File: src/verilog/rv_isa_pkg.sv
// RV32I subset only: no byte/halfword access, no lui/auipc, no CSRs
// encodings follow the base ISA spec, XLEN fixed at 32
package rv_isa_pkg;

  // data / address word and register index
  typedef logic [31:0] word_t;
  typedef logic [4:0]  reg_idx_t;

  // major opcodes, instr[6:0]
  localparam logic [6:0] op_rtype  = 7'b0110011;
  localparam logic [6:0] op_itype  = 7'b0010011;
  localparam logic [6:0] op_load   = 7'b0000011;
  localparam logic [6:0] op_store  = 7'b0100011;
  localparam logic [6:0] op_branch = 7'b1100011;
  localparam logic [6:0] op_jal    = 7'b1101111;
  localparam logic [6:0] op_jalr   = 7'b1100111;
  localparam logic [6:0] op_system = 7'b1110011;  // ecall only

  // funct3 for R/I arithmetic
  localparam logic [2:0] f3_add = 3'b000;  // add, sub, addi
  localparam logic [2:0] f3_sll = 3'b001;
  localparam logic [2:0] f3_slt = 3'b010;
  localparam logic [2:0] f3_xor = 3'b100;
  localparam logic [2:0] f3_srl = 3'b101;
  localparam logic [2:0] f3_or  = 3'b110;
  localparam logic [2:0] f3_and = 3'b111;

  // funct3 for branches
  localparam logic [2:0] f3_beq = 3'b000;
  localparam logic [2:0] f3_bne = 3'b001;
  localparam logic [2:0] f3_blt = 3'b100;  // signed
  localparam logic [2:0] f3_bge = 3'b101;  // signed

  // funct7 marking sub among R-type add encodings
  localparam logic [6:0] f7_alt = 7'b0100000;

  // x17 (a7) value that makes ecall stop the core
  localparam word_t halt_code = 32'd10;

endpackage

File: src/verilog/core_ctrl_pkg.sv
// control encodings internal to the core, not visible at the ISA level
package core_ctrl_pkg;

  // ALU operation select, driven by decoder
  typedef logic [3:0] alu_op_t;

  localparam alu_op_t alu_add = 4'd0;
  localparam alu_op_t alu_sub = 4'd1;
  localparam alu_op_t alu_and = 4'd2;
  localparam alu_op_t alu_or  = 4'd3;
  localparam alu_op_t alu_xor = 4'd4;
  localparam alu_op_t alu_slt = 4'd5;  // signed compare
  localparam alu_op_t alu_sll = 4'd6;
  localparam alu_op_t alu_srl = 4'd7;  // logical, no sra

  // register writeback source
  typedef logic [1:0] wb_sel_t;

  localparam wb_sel_t wb_alu = 2'd0;
  localparam wb_sel_t wb_mem = 2'd1;  // load data
  localparam wb_sel_t wb_pc4 = 2'd2;  // link address for jal/jalr

endpackage

File: src/verilog/decoder.sv
// purely combinational; unknown opcodes decode to no register or memory write
// ALU control is folded in here, funct7 only checked for R-type sub
`timescale 1ns/1ps

module decoder
  import rv_isa_pkg::*;
  import core_ctrl_pkg::*;
(
  input  word_t   instr,
  output logic    reg_we,
  output logic    mem_we,
  output logic    alu_src_imm,
  output logic    is_branch,
  output logic    is_jal,
  output logic    is_jalr,
  output logic    is_ecall,
  output wb_sel_t wb_sel,
  output alu_op_t alu_op
);

  logic [6:0] opcode;
  logic [2:0] funct3;
  logic [6:0] funct7;
  alu_op_t    arith_op;  // funct3 mapping shared by R and I types

  assign opcode = instr[6:0];
  assign funct3 = instr[14:12];
  assign funct7 = instr[31:25];

  // arithmetic op from funct3, sub only for R-type with alt funct7
  always_comb begin
    case (funct3)
      f3_add: arith_op = (opcode == op_rtype && funct7 == f7_alt) ? alu_sub : alu_add;
      f3_sll: arith_op = alu_sll;
      f3_slt: arith_op = alu_slt;
      f3_xor: arith_op = alu_xor;
      f3_srl: arith_op = alu_srl;
      f3_or:  arith_op = alu_or;
      f3_and: arith_op = alu_and;
      default: arith_op = alu_add;  // sltu not supported
    endcase
  end

  always_comb begin
    // safe defaults, nothing written
    reg_we      = 1'b0;
    mem_we      = 1'b0;
    alu_src_imm = 1'b0;
    is_branch   = 1'b0;
    is_jal      = 1'b0;
    is_jalr     = 1'b0;
    is_ecall    = 1'b0;
    wb_sel      = wb_alu;
    alu_op      = alu_add;  // address calc for load/store/jalr
    case (opcode)
      op_rtype: begin
        reg_we = 1'b1;
        alu_op = arith_op;
      end
      op_itype: begin
        reg_we      = 1'b1;
        alu_src_imm = 1'b1;
        alu_op      = arith_op;
      end
      op_load: begin
        reg_we      = 1'b1;
        alu_src_imm = 1'b1;
        wb_sel      = wb_mem;
      end
      op_store: begin
        mem_we      = 1'b1;
        alu_src_imm = 1'b1;  // rs1 + S-imm
      end
      op_branch: begin
        is_branch = 1'b1;
        alu_op    = alu_sub;  // compare rs1 vs rs2
      end
      op_jal: begin
        reg_we = 1'b1;
        is_jal = 1'b1;
        wb_sel = wb_pc4;
      end
      op_jalr: begin
        reg_we      = 1'b1;
        is_jalr     = 1'b1;
        alu_src_imm = 1'b1;
        wb_sel      = wb_pc4;
      end
      op_system: is_ecall = 1'b1;  // funct12 not checked
      default: ;
    endcase
  end

endmodule

File: src/verilog/imm_gen.sv
// I, S, B and J layouts only; other opcodes give zero
`timescale 1ns/1ps

module imm_gen
  import rv_isa_pkg::*;
(
  input  word_t instr,
  output word_t imm
);

  logic [6:0] opcode;

  assign opcode = instr[6:0];

  always_comb begin
    case (opcode)
      // I format, also used by loads and jalr
      op_itype, op_load, op_jalr:
        imm = {{20{instr[31]}}, instr[31:20]};
      op_store:
        imm = {{20{instr[31]}}, instr[31:25], instr[11:7]};
      // B format, bit 0 implicit zero
      op_branch:
        imm = {{19{instr[31]}}, instr[31], instr[7], instr[30:25], instr[11:8], 1'b0};
      // J format, 21-bit signed offset
      op_jal:
        imm = {{11{instr[31]}}, instr[31], instr[19:12], instr[20], instr[30:21], 1'b0};
      default:
        imm = '0;  // R-type and system need none
    endcase
  end

endmodule

File: src/verilog/alu.sv
// shifts use b[4:0]; no arithmetic right shift
// bcond compares a and b directly, independent of alu_op
`timescale 1ns/1ps

module alu
  import rv_isa_pkg::*;
  import core_ctrl_pkg::*;
(
  input  alu_op_t    alu_op,
  input  logic [2:0] funct3,
  input  word_t      a,
  input  word_t      b,
  output word_t      result,
  output logic       bcond
);

  logic [4:0] shamt;

  assign shamt = b[4:0];

  always_comb begin
    case (alu_op)
      alu_add: result = a + b;
      alu_sub: result = a - b;
      alu_and: result = a & b;
      alu_or:  result = a | b;
      alu_xor: result = a ^ b;
      alu_slt: result = {31'b0, $signed(a) < $signed(b)};  // 0 or 1
      alu_sll: result = a << shamt;
      alu_srl: result = a >> shamt;
      default: result = '0;
    endcase
  end

  // branch condition, only meaningful for branch opcodes
  always_comb begin
    case (funct3)
      f3_beq:  bcond = (a == b);
      f3_bne:  bcond = (a != b);
      f3_blt:  bcond = ($signed(a) < $signed(b));
      f3_bge:  bcond = ($signed(a) >= $signed(b));
      default: bcond = 1'b0;  // bltu/bgeu unsupported
    endcase
  end

endmodule

File: src/verilog/register_file.sv
// x0 reads zero and ignores writes; reads are combinational, no write bypass
`timescale 1ns/1ps

module register_file
  import rv_isa_pkg::*;
(
  input  logic     clk,
  input  logic     rst_n,
  input  reg_idx_t rs1,
  input  reg_idx_t rs2,
  input  reg_idx_t rd,
  input  word_t    rd_data,
  input  logic     we,
  output word_t    rs1_data,
  output word_t    rs2_data,
  output word_t    x17_data
);

  word_t regs [32];

  always_ff @(posedge clk) begin
    if (!rst_n) begin
      for (int i = 0; i < 32; i++) begin
        regs[i] <= '0;  // whole file cleared
      end
    end else if (we && rd != '0) begin
      regs[rd] <= rd_data;
    end
  end

  assign rs1_data = (rs1 == '0) ? '0 : regs[rs1];  // x0 hardwired
  assign rs2_data = (rs2 == '0) ? '0 : regs[rs2];
  assign x17_data = regs[17];  // a7, for ecall halt check

endmodule

File: src/verilog/cpu.sv
// single cycle, one instruction per clk; imem and dmem must answer combinationally
// stores commit at the rising edge with dmem_we; halt is sticky until reset
`timescale 1ns/1ps

module cpu
  import rv_isa_pkg::*;
  import core_ctrl_pkg::*;
(
  input  logic  clk,
  input  logic  rst_n,
  output word_t imem_addr,
  input  word_t imem_data,
  output word_t dmem_addr,
  output word_t dmem_wdata,
  output logic  dmem_we,
  input  word_t dmem_rdata,
  output logic  is_halted
);

  word_t      pc;
  word_t      next_pc;
  word_t      pc_plus4;
  word_t      pc_target;  // pc + imm, jal and branches
  logic       halted_q;
  logic       halt_now;

  // instruction fields
  reg_idx_t   rs1;
  reg_idx_t   rs2;
  reg_idx_t   rd;
  logic [2:0] funct3;

  // decoder outputs
  logic       reg_we;
  logic       mem_we;
  logic       alu_src_imm;
  logic       is_branch;
  logic       is_jal;
  logic       is_jalr;
  logic       is_ecall;
  wb_sel_t    wb_sel;
  alu_op_t    alu_op;

  word_t      imm;
  word_t      rs1_data;
  word_t      rs2_data;
  word_t      x17_data;
  word_t      alu_b;
  word_t      result;
  logic       bcond;
  word_t      wb_data;

  assign rs1    = imem_data[19:15];
  assign rs2    = imem_data[24:20];
  assign rd     = imem_data[11:7];
  assign funct3 = imem_data[14:12];

  decoder decoder_i (
    .instr       (imem_data),
    .reg_we      (reg_we),
    .mem_we      (mem_we),
    .alu_src_imm (alu_src_imm),
    .is_branch   (is_branch),
    .is_jal      (is_jal),
    .is_jalr     (is_jalr),
    .is_ecall    (is_ecall),
    .wb_sel      (wb_sel),
    .alu_op      (alu_op)
  );

  imm_gen imm_gen_i (
    .instr (imem_data),
    .imm   (imm)
  );

  register_file register_file_i (
    .clk      (clk),
    .rst_n    (rst_n),
    .rs1      (rs1),
    .rs2      (rs2),
    .rd       (rd),
    .rd_data  (wb_data),
    .we       (reg_we & ~is_halted),  // no writeback once halted
    .rs1_data (rs1_data),
    .rs2_data (rs2_data),
    .x17_data (x17_data)
  );

  assign alu_b = alu_src_imm ? imm : rs2_data;

  alu alu_i (
    .alu_op (alu_op),
    .funct3 (funct3),
    .a      (rs1_data),
    .b      (alu_b),
    .result (result),
    .bcond  (bcond)
  );

  // writeback source
  always_comb begin
    case (wb_sel)
      wb_mem:  wb_data = dmem_rdata;
      wb_pc4:  wb_data = pc_plus4;  // link
      default: wb_data = result;
    endcase
  end

  assign pc_plus4  = pc + 32'd4;
  assign pc_target = pc + imm;

  // halted pc stays put, jalr target has bit 0 cleared
  always_comb begin
    if (is_halted)                      next_pc = pc;
    else if (is_jalr)                   next_pc = {result[31:1], 1'b0};
    else if (is_jal || (is_branch && bcond)) next_pc = pc_target;
    else                                next_pc = pc_plus4;
  end

  // halt visible in the ecall cycle itself, then held by halted_q
  assign halt_now  = is_ecall && (x17_data == halt_code);
  assign is_halted = halted_q | halt_now;

  always_ff @(posedge clk) begin
    if (!rst_n) begin
      pc       <= '0;
      halted_q <= 1'b0;
    end else begin
      pc <= next_pc;
      if (halt_now) halted_q <= 1'b1;  // sticky
    end
  end

  assign imem_addr  = pc;
  assign dmem_addr  = result;  // rs1 + imm for loads/stores
  assign dmem_wdata = rs2_data;
  assign dmem_we    = mem_we & ~is_halted;

endmodule

File: config.mk
export PLATFORM = sky130hd
export DESIGN_NAME = cpu
export DESIGN_NICKNAME = d
export VERILOG_FILES = /design/src/verilog/rv_isa_pkg.sv /design/src/verilog/core_ctrl_pkg.sv /design/src/verilog/decoder.sv /design/src/verilog/imm_gen.sv /design/src/verilog/alu.sv /design/src/verilog/register_file.sv /design/src/verilog/cpu.sv
export SDC_FILE = /design/constraint.sdc
export NUM_CORES = 2
export LEC_CHECK = 0
export BUFFER_PORTS_ARGS = -buffer_cell sky130_fd_sc_hd__buf_2
export CELL_PAD_IN_SITES_DETAIL_PLACEMENT = 2
export CELL_PAD_IN_SITES_GLOBAL_PLACEMENT = 2
export CORE_ASPECT_RATIO = 0.9
export CORE_MARGIN = 4
export CORE_UTILIZATION = 28
export CTS_BUF_LIST = sky130_fd_sc_hd__clkbuf_8 sky130_fd_sc_hd__clkbuf_16
export CTS_CLUSTER_DIAMETER = 40
export DETAILED_ROUTE_END_ITERATION = 10
export HOLD_SLACK_MARGIN = 0.1
export PLACE_DENSITY = 0.6
export SLEW_MARGIN = 30
export SYNTH_ARGS = -nofsm -noshare
export SYNTH_HDL_FRONTEND = slang
export SYNTH_SLANG_ARGS = --single-unit
File: constraint.sdc
create_clock -name clk -period 42.9 [get_ports clk]
set_input_delay 12.87 -clock clk [delete_from_list [all_inputs] [get_ports clk]]
set_output_delay 12.87 -clock clk [all_outputs]
set_load 0.01 [all_outputs]
==> flow_metrics.tcl <==
set metrics [dict create \
    drtIter0Drc 7506 \
    ir_drop_uv 46.55 \
    yosysMostFrequentCell "nor2_1" \
    rsz0062_at_grt "false" \
    initial_core_util_pct 28.18 \
    boundaryPins 164 \
    synthArstFlopShare_pct 0 \
    syn_avg_cell_area_um2 11.74 \
    ant_nets 0 \
    critPathKind "in -> out" \
    setup_viol 0 \
    finalHoldViolCount 0 \
    path_clk_slew_ns 0.04 \
    avgViaCountPerCell 6.220 \
    fin_crit_sh_pct 81.49 \
    cts_buffers 207 \
    yosysUniqueCellTypes 126 \
    drc_errors 0 \
    rows 171 \
    post_cts_resized 0 \
    post-dp-hpwl_um 265300 \
    syn_inst 5799 \
    grt_pass1_vias 59168 \
    p_per_area_nw_per_um2 48.53 \
    synth_area_um2 68070 \
    clock_latency_ns 0.87 \
    instances_no_fill 9277 \
    slew_headroom_pct 19.93 \
    holdCritPathClass "reg -> reg" \
    regArea_um2 31410 \
    fmax_ghz 0.02860 \
    num_vias 57704 \
    dp_cells 8878 \
    cts_tree "yes" \
    yosys.area.top_type_share_pct 45.17 \
    grt_start_max_net_pins 101 \
    grt_overflow_total 0 \
    ys_ff_latch 1057 \
    synth_area_leaders "edfxtp_1 45%, mux4_2 16%, nor2_1 6.0%, mux2i_1 3.1%, ha_1 2.4%" \
    status "finished, final reports clean" \
    p_int_w 0.002488 \
    numPortBuffers 163 \
    nNetsFinal 6090 \
    cp_max_fo 100 \
    n_fill_cell 25237 \
    ys.flop_type "edfxtp_1" \
    worstPathArrival_ns 22.09 \
    firstDrtPassIters 8 \
    power_switching_w 0.001386 \
    power_frac_clock_pct 43.2 \
    dieArea_um2 251100 \
    swShare_pct 35.79 \
    critPathRequiredTime_ns 30.03 \
    multiInputGateArea_um2 33990 \
    post_drt_wl_per_cell_um 42.13 \
    grt_pass1_wl_um 526200 \
    setup_tns_ns 0 \
    cts.sinks 1057 \
    gp_congestion 0.9917 \
    grt_usage_pct 30.28 \
    synthTopCellsByCount "1097 x nor2_1, 1024 x edfxtp_1, 482 x mux4_2" \
    min_from "imem_addr[7]" \
    ys_warn_count 0 \
    layout_min_cycle_time_ns 34.96 \
    end_kind "output pin" \
    drive_above_1_share_pct 25.96 \
    cts_setup_buffers 0 \
    cts-htree-levels 4 \
    cts_root_buf "clkbuf_16" \
    cp-start-kind "input port" \
    maxCapViolations 0 \
    r2r-start "register_file_i.regs[0][2]" \
    holdBufCountCts 0 \
    die_y_um 475.8 \
    yosysSeqAreaShare_pct 46.14 \
    sequentialPowerShare_pct 30.9 \
    yosys.area.top_type "edfxtp_1" \
    wl_um 390800 \
    cts_buffer_depth 3 \
    drv_slew 0 \
    synth_edf_count 1024 \
    worst_slew_pin_slew_ns 1.198 \
    fin_skew_ns 0.08115 \
    setup.worst_path.start "imem_data[21]" \
    fp.dieW_um 527.7 \
    antenna_found_initial 25 \
    power_leakage_nw 28.83 \
    core_area_um2 241600 \
    power_frac_comb_pct 25.9 \
    area_delta_synth_final_pct 17.26 \
]
[layout by cell type (no fill, tap or decap), types with 67 or more instances in the layout]
| cell | Yosys | final |
|---|---|---|
| nor2_1 | 1097 | 1090 |
| edfxtp_1 | 1024 | 1024 |
| mux4_2 | 482 | 482 |
| buf_4 | 46 | 232 |
| nand2_1 | 288 | 227 |
| mux2i_1 | 211 | 211 |
| clkbuf_16 | 0 | 207 |
| a21oi_1 | 181 | 180 |
| buf_2 | 155 | 156 |
| inv_1 | 122 | 138 |
| ha_1 | 132 | 131 |
| o21ai_0 | 132 | 130 |
| nor3_1 | 131 | 126 |
| a211oi_1 | 101 | 98 |
| nand3_1 | 77 | 76 |
| a22oi_1 | 67 | 67 |
| nor2_2 | 62 | 67 |
[flip-flops by register name (all words and copies together), names as in the netlist]
name                  cells
halted_q                  1
imem_addr                32
register_file_i.regs   1024
[stage by stage]
stage               setup slack, ns  hold slack [ns]  area (um^2)  power (W)  util, %
global placement              8.012           0.5530        72530   0.002183    30.03
global route                  8.009           0.6357        79800   0.003971    33.04
CTS                           8.431           0.6119        79740   0.003867    33.01
finish                        7.939           0.6035        79820   0.003874    33.04
detailed placement            8.461           0.5820        72600   0.002190    30.06
floorplan                     11.36           0.5297        68190   0.001751        -
[cell families (layout without fill, tap and decap cells)]
kind of cell,count (synthesis),in the layout,share of synthesized area (%)
flops,1057,1057,46.14
buf+inv,687,924,4.845
fa+ha+maj,135,135,2.515
simple gates,2010,2010,13.36
other cells,1,42,0.005509
mux,755,755,20.28
compound gates,1081,1081,11.91
xor+xnor,73,73,0.9393
[power by group through the flow]
stage / logic, W / clock network (W) / registers [W]
6_report: 0.00100 / 0.00167 / 0.00120
5_1_grt: 0.00103 / 0.00174 / 0.00120
4_1_cts: 0.000980 / 0.00169 / 0.00120
3_5_place_dp: 0.000976 / 0 / 0.00121
3_3_place_gp: 0.000972 / 0 / 0.00121
2_1_floorplan: 0.000548 / 0 / 0.00120
[worst max-delay path, cell delays in order]
cell and delay, ns:
buf_8 0.46, buf_12 0.54, buf_4 0.81, buf_4 0.72
mux4_2 0.43, mux4_2 0.56, mux2i_1 0.37, nor2_1 0.22
a21oi_1 0.93, ha_1 0.42, a21oi_1 0.25, nor2_1 0.10
a2111oi_1 0.84, o21ai_0 0.69, a21oi_1 0.48, xnor2_1 0.17
o2111ai_1 0.22, or2_2 0.46, buf_2 0.17
[final timing paths]
check | endpoint | slack [ns] | cells past startpoint
setup / recovery | dmem_addr[25] | 7.94 | 19
hold / removal | imem_addr[7] | 0.60 | 2
hold reg to reg | imem_addr[7] | 0.60 | 2
setup reg to reg | register_file_i.regs[1][25] | 34.68 | 19
[layer usage]
metal  track usage (%)  vias to the layer above  part of all wire [%]
met3             6.773                      810                   8.7
li1                  -                    22581                     -
met2             47.49                     3140                    45
met4             14.23                       10                   5.4
met5                 0                        -                 0.017
met1             39.78                    31163                    41
[area by class of cell]
class	instances	area share [%]
Tap cell	3200	5.016
Inverter	136	0.6458
Multi-Input combinational cell	4086	42.58
Sequential cell	1057	39.35
Timing Repair Buffer	401	3.438
Clock buffer	208	6.507
Antenna cell	10	0.03135
Clock inverter	179	2.431
Power figures use the tool's default switching activity.
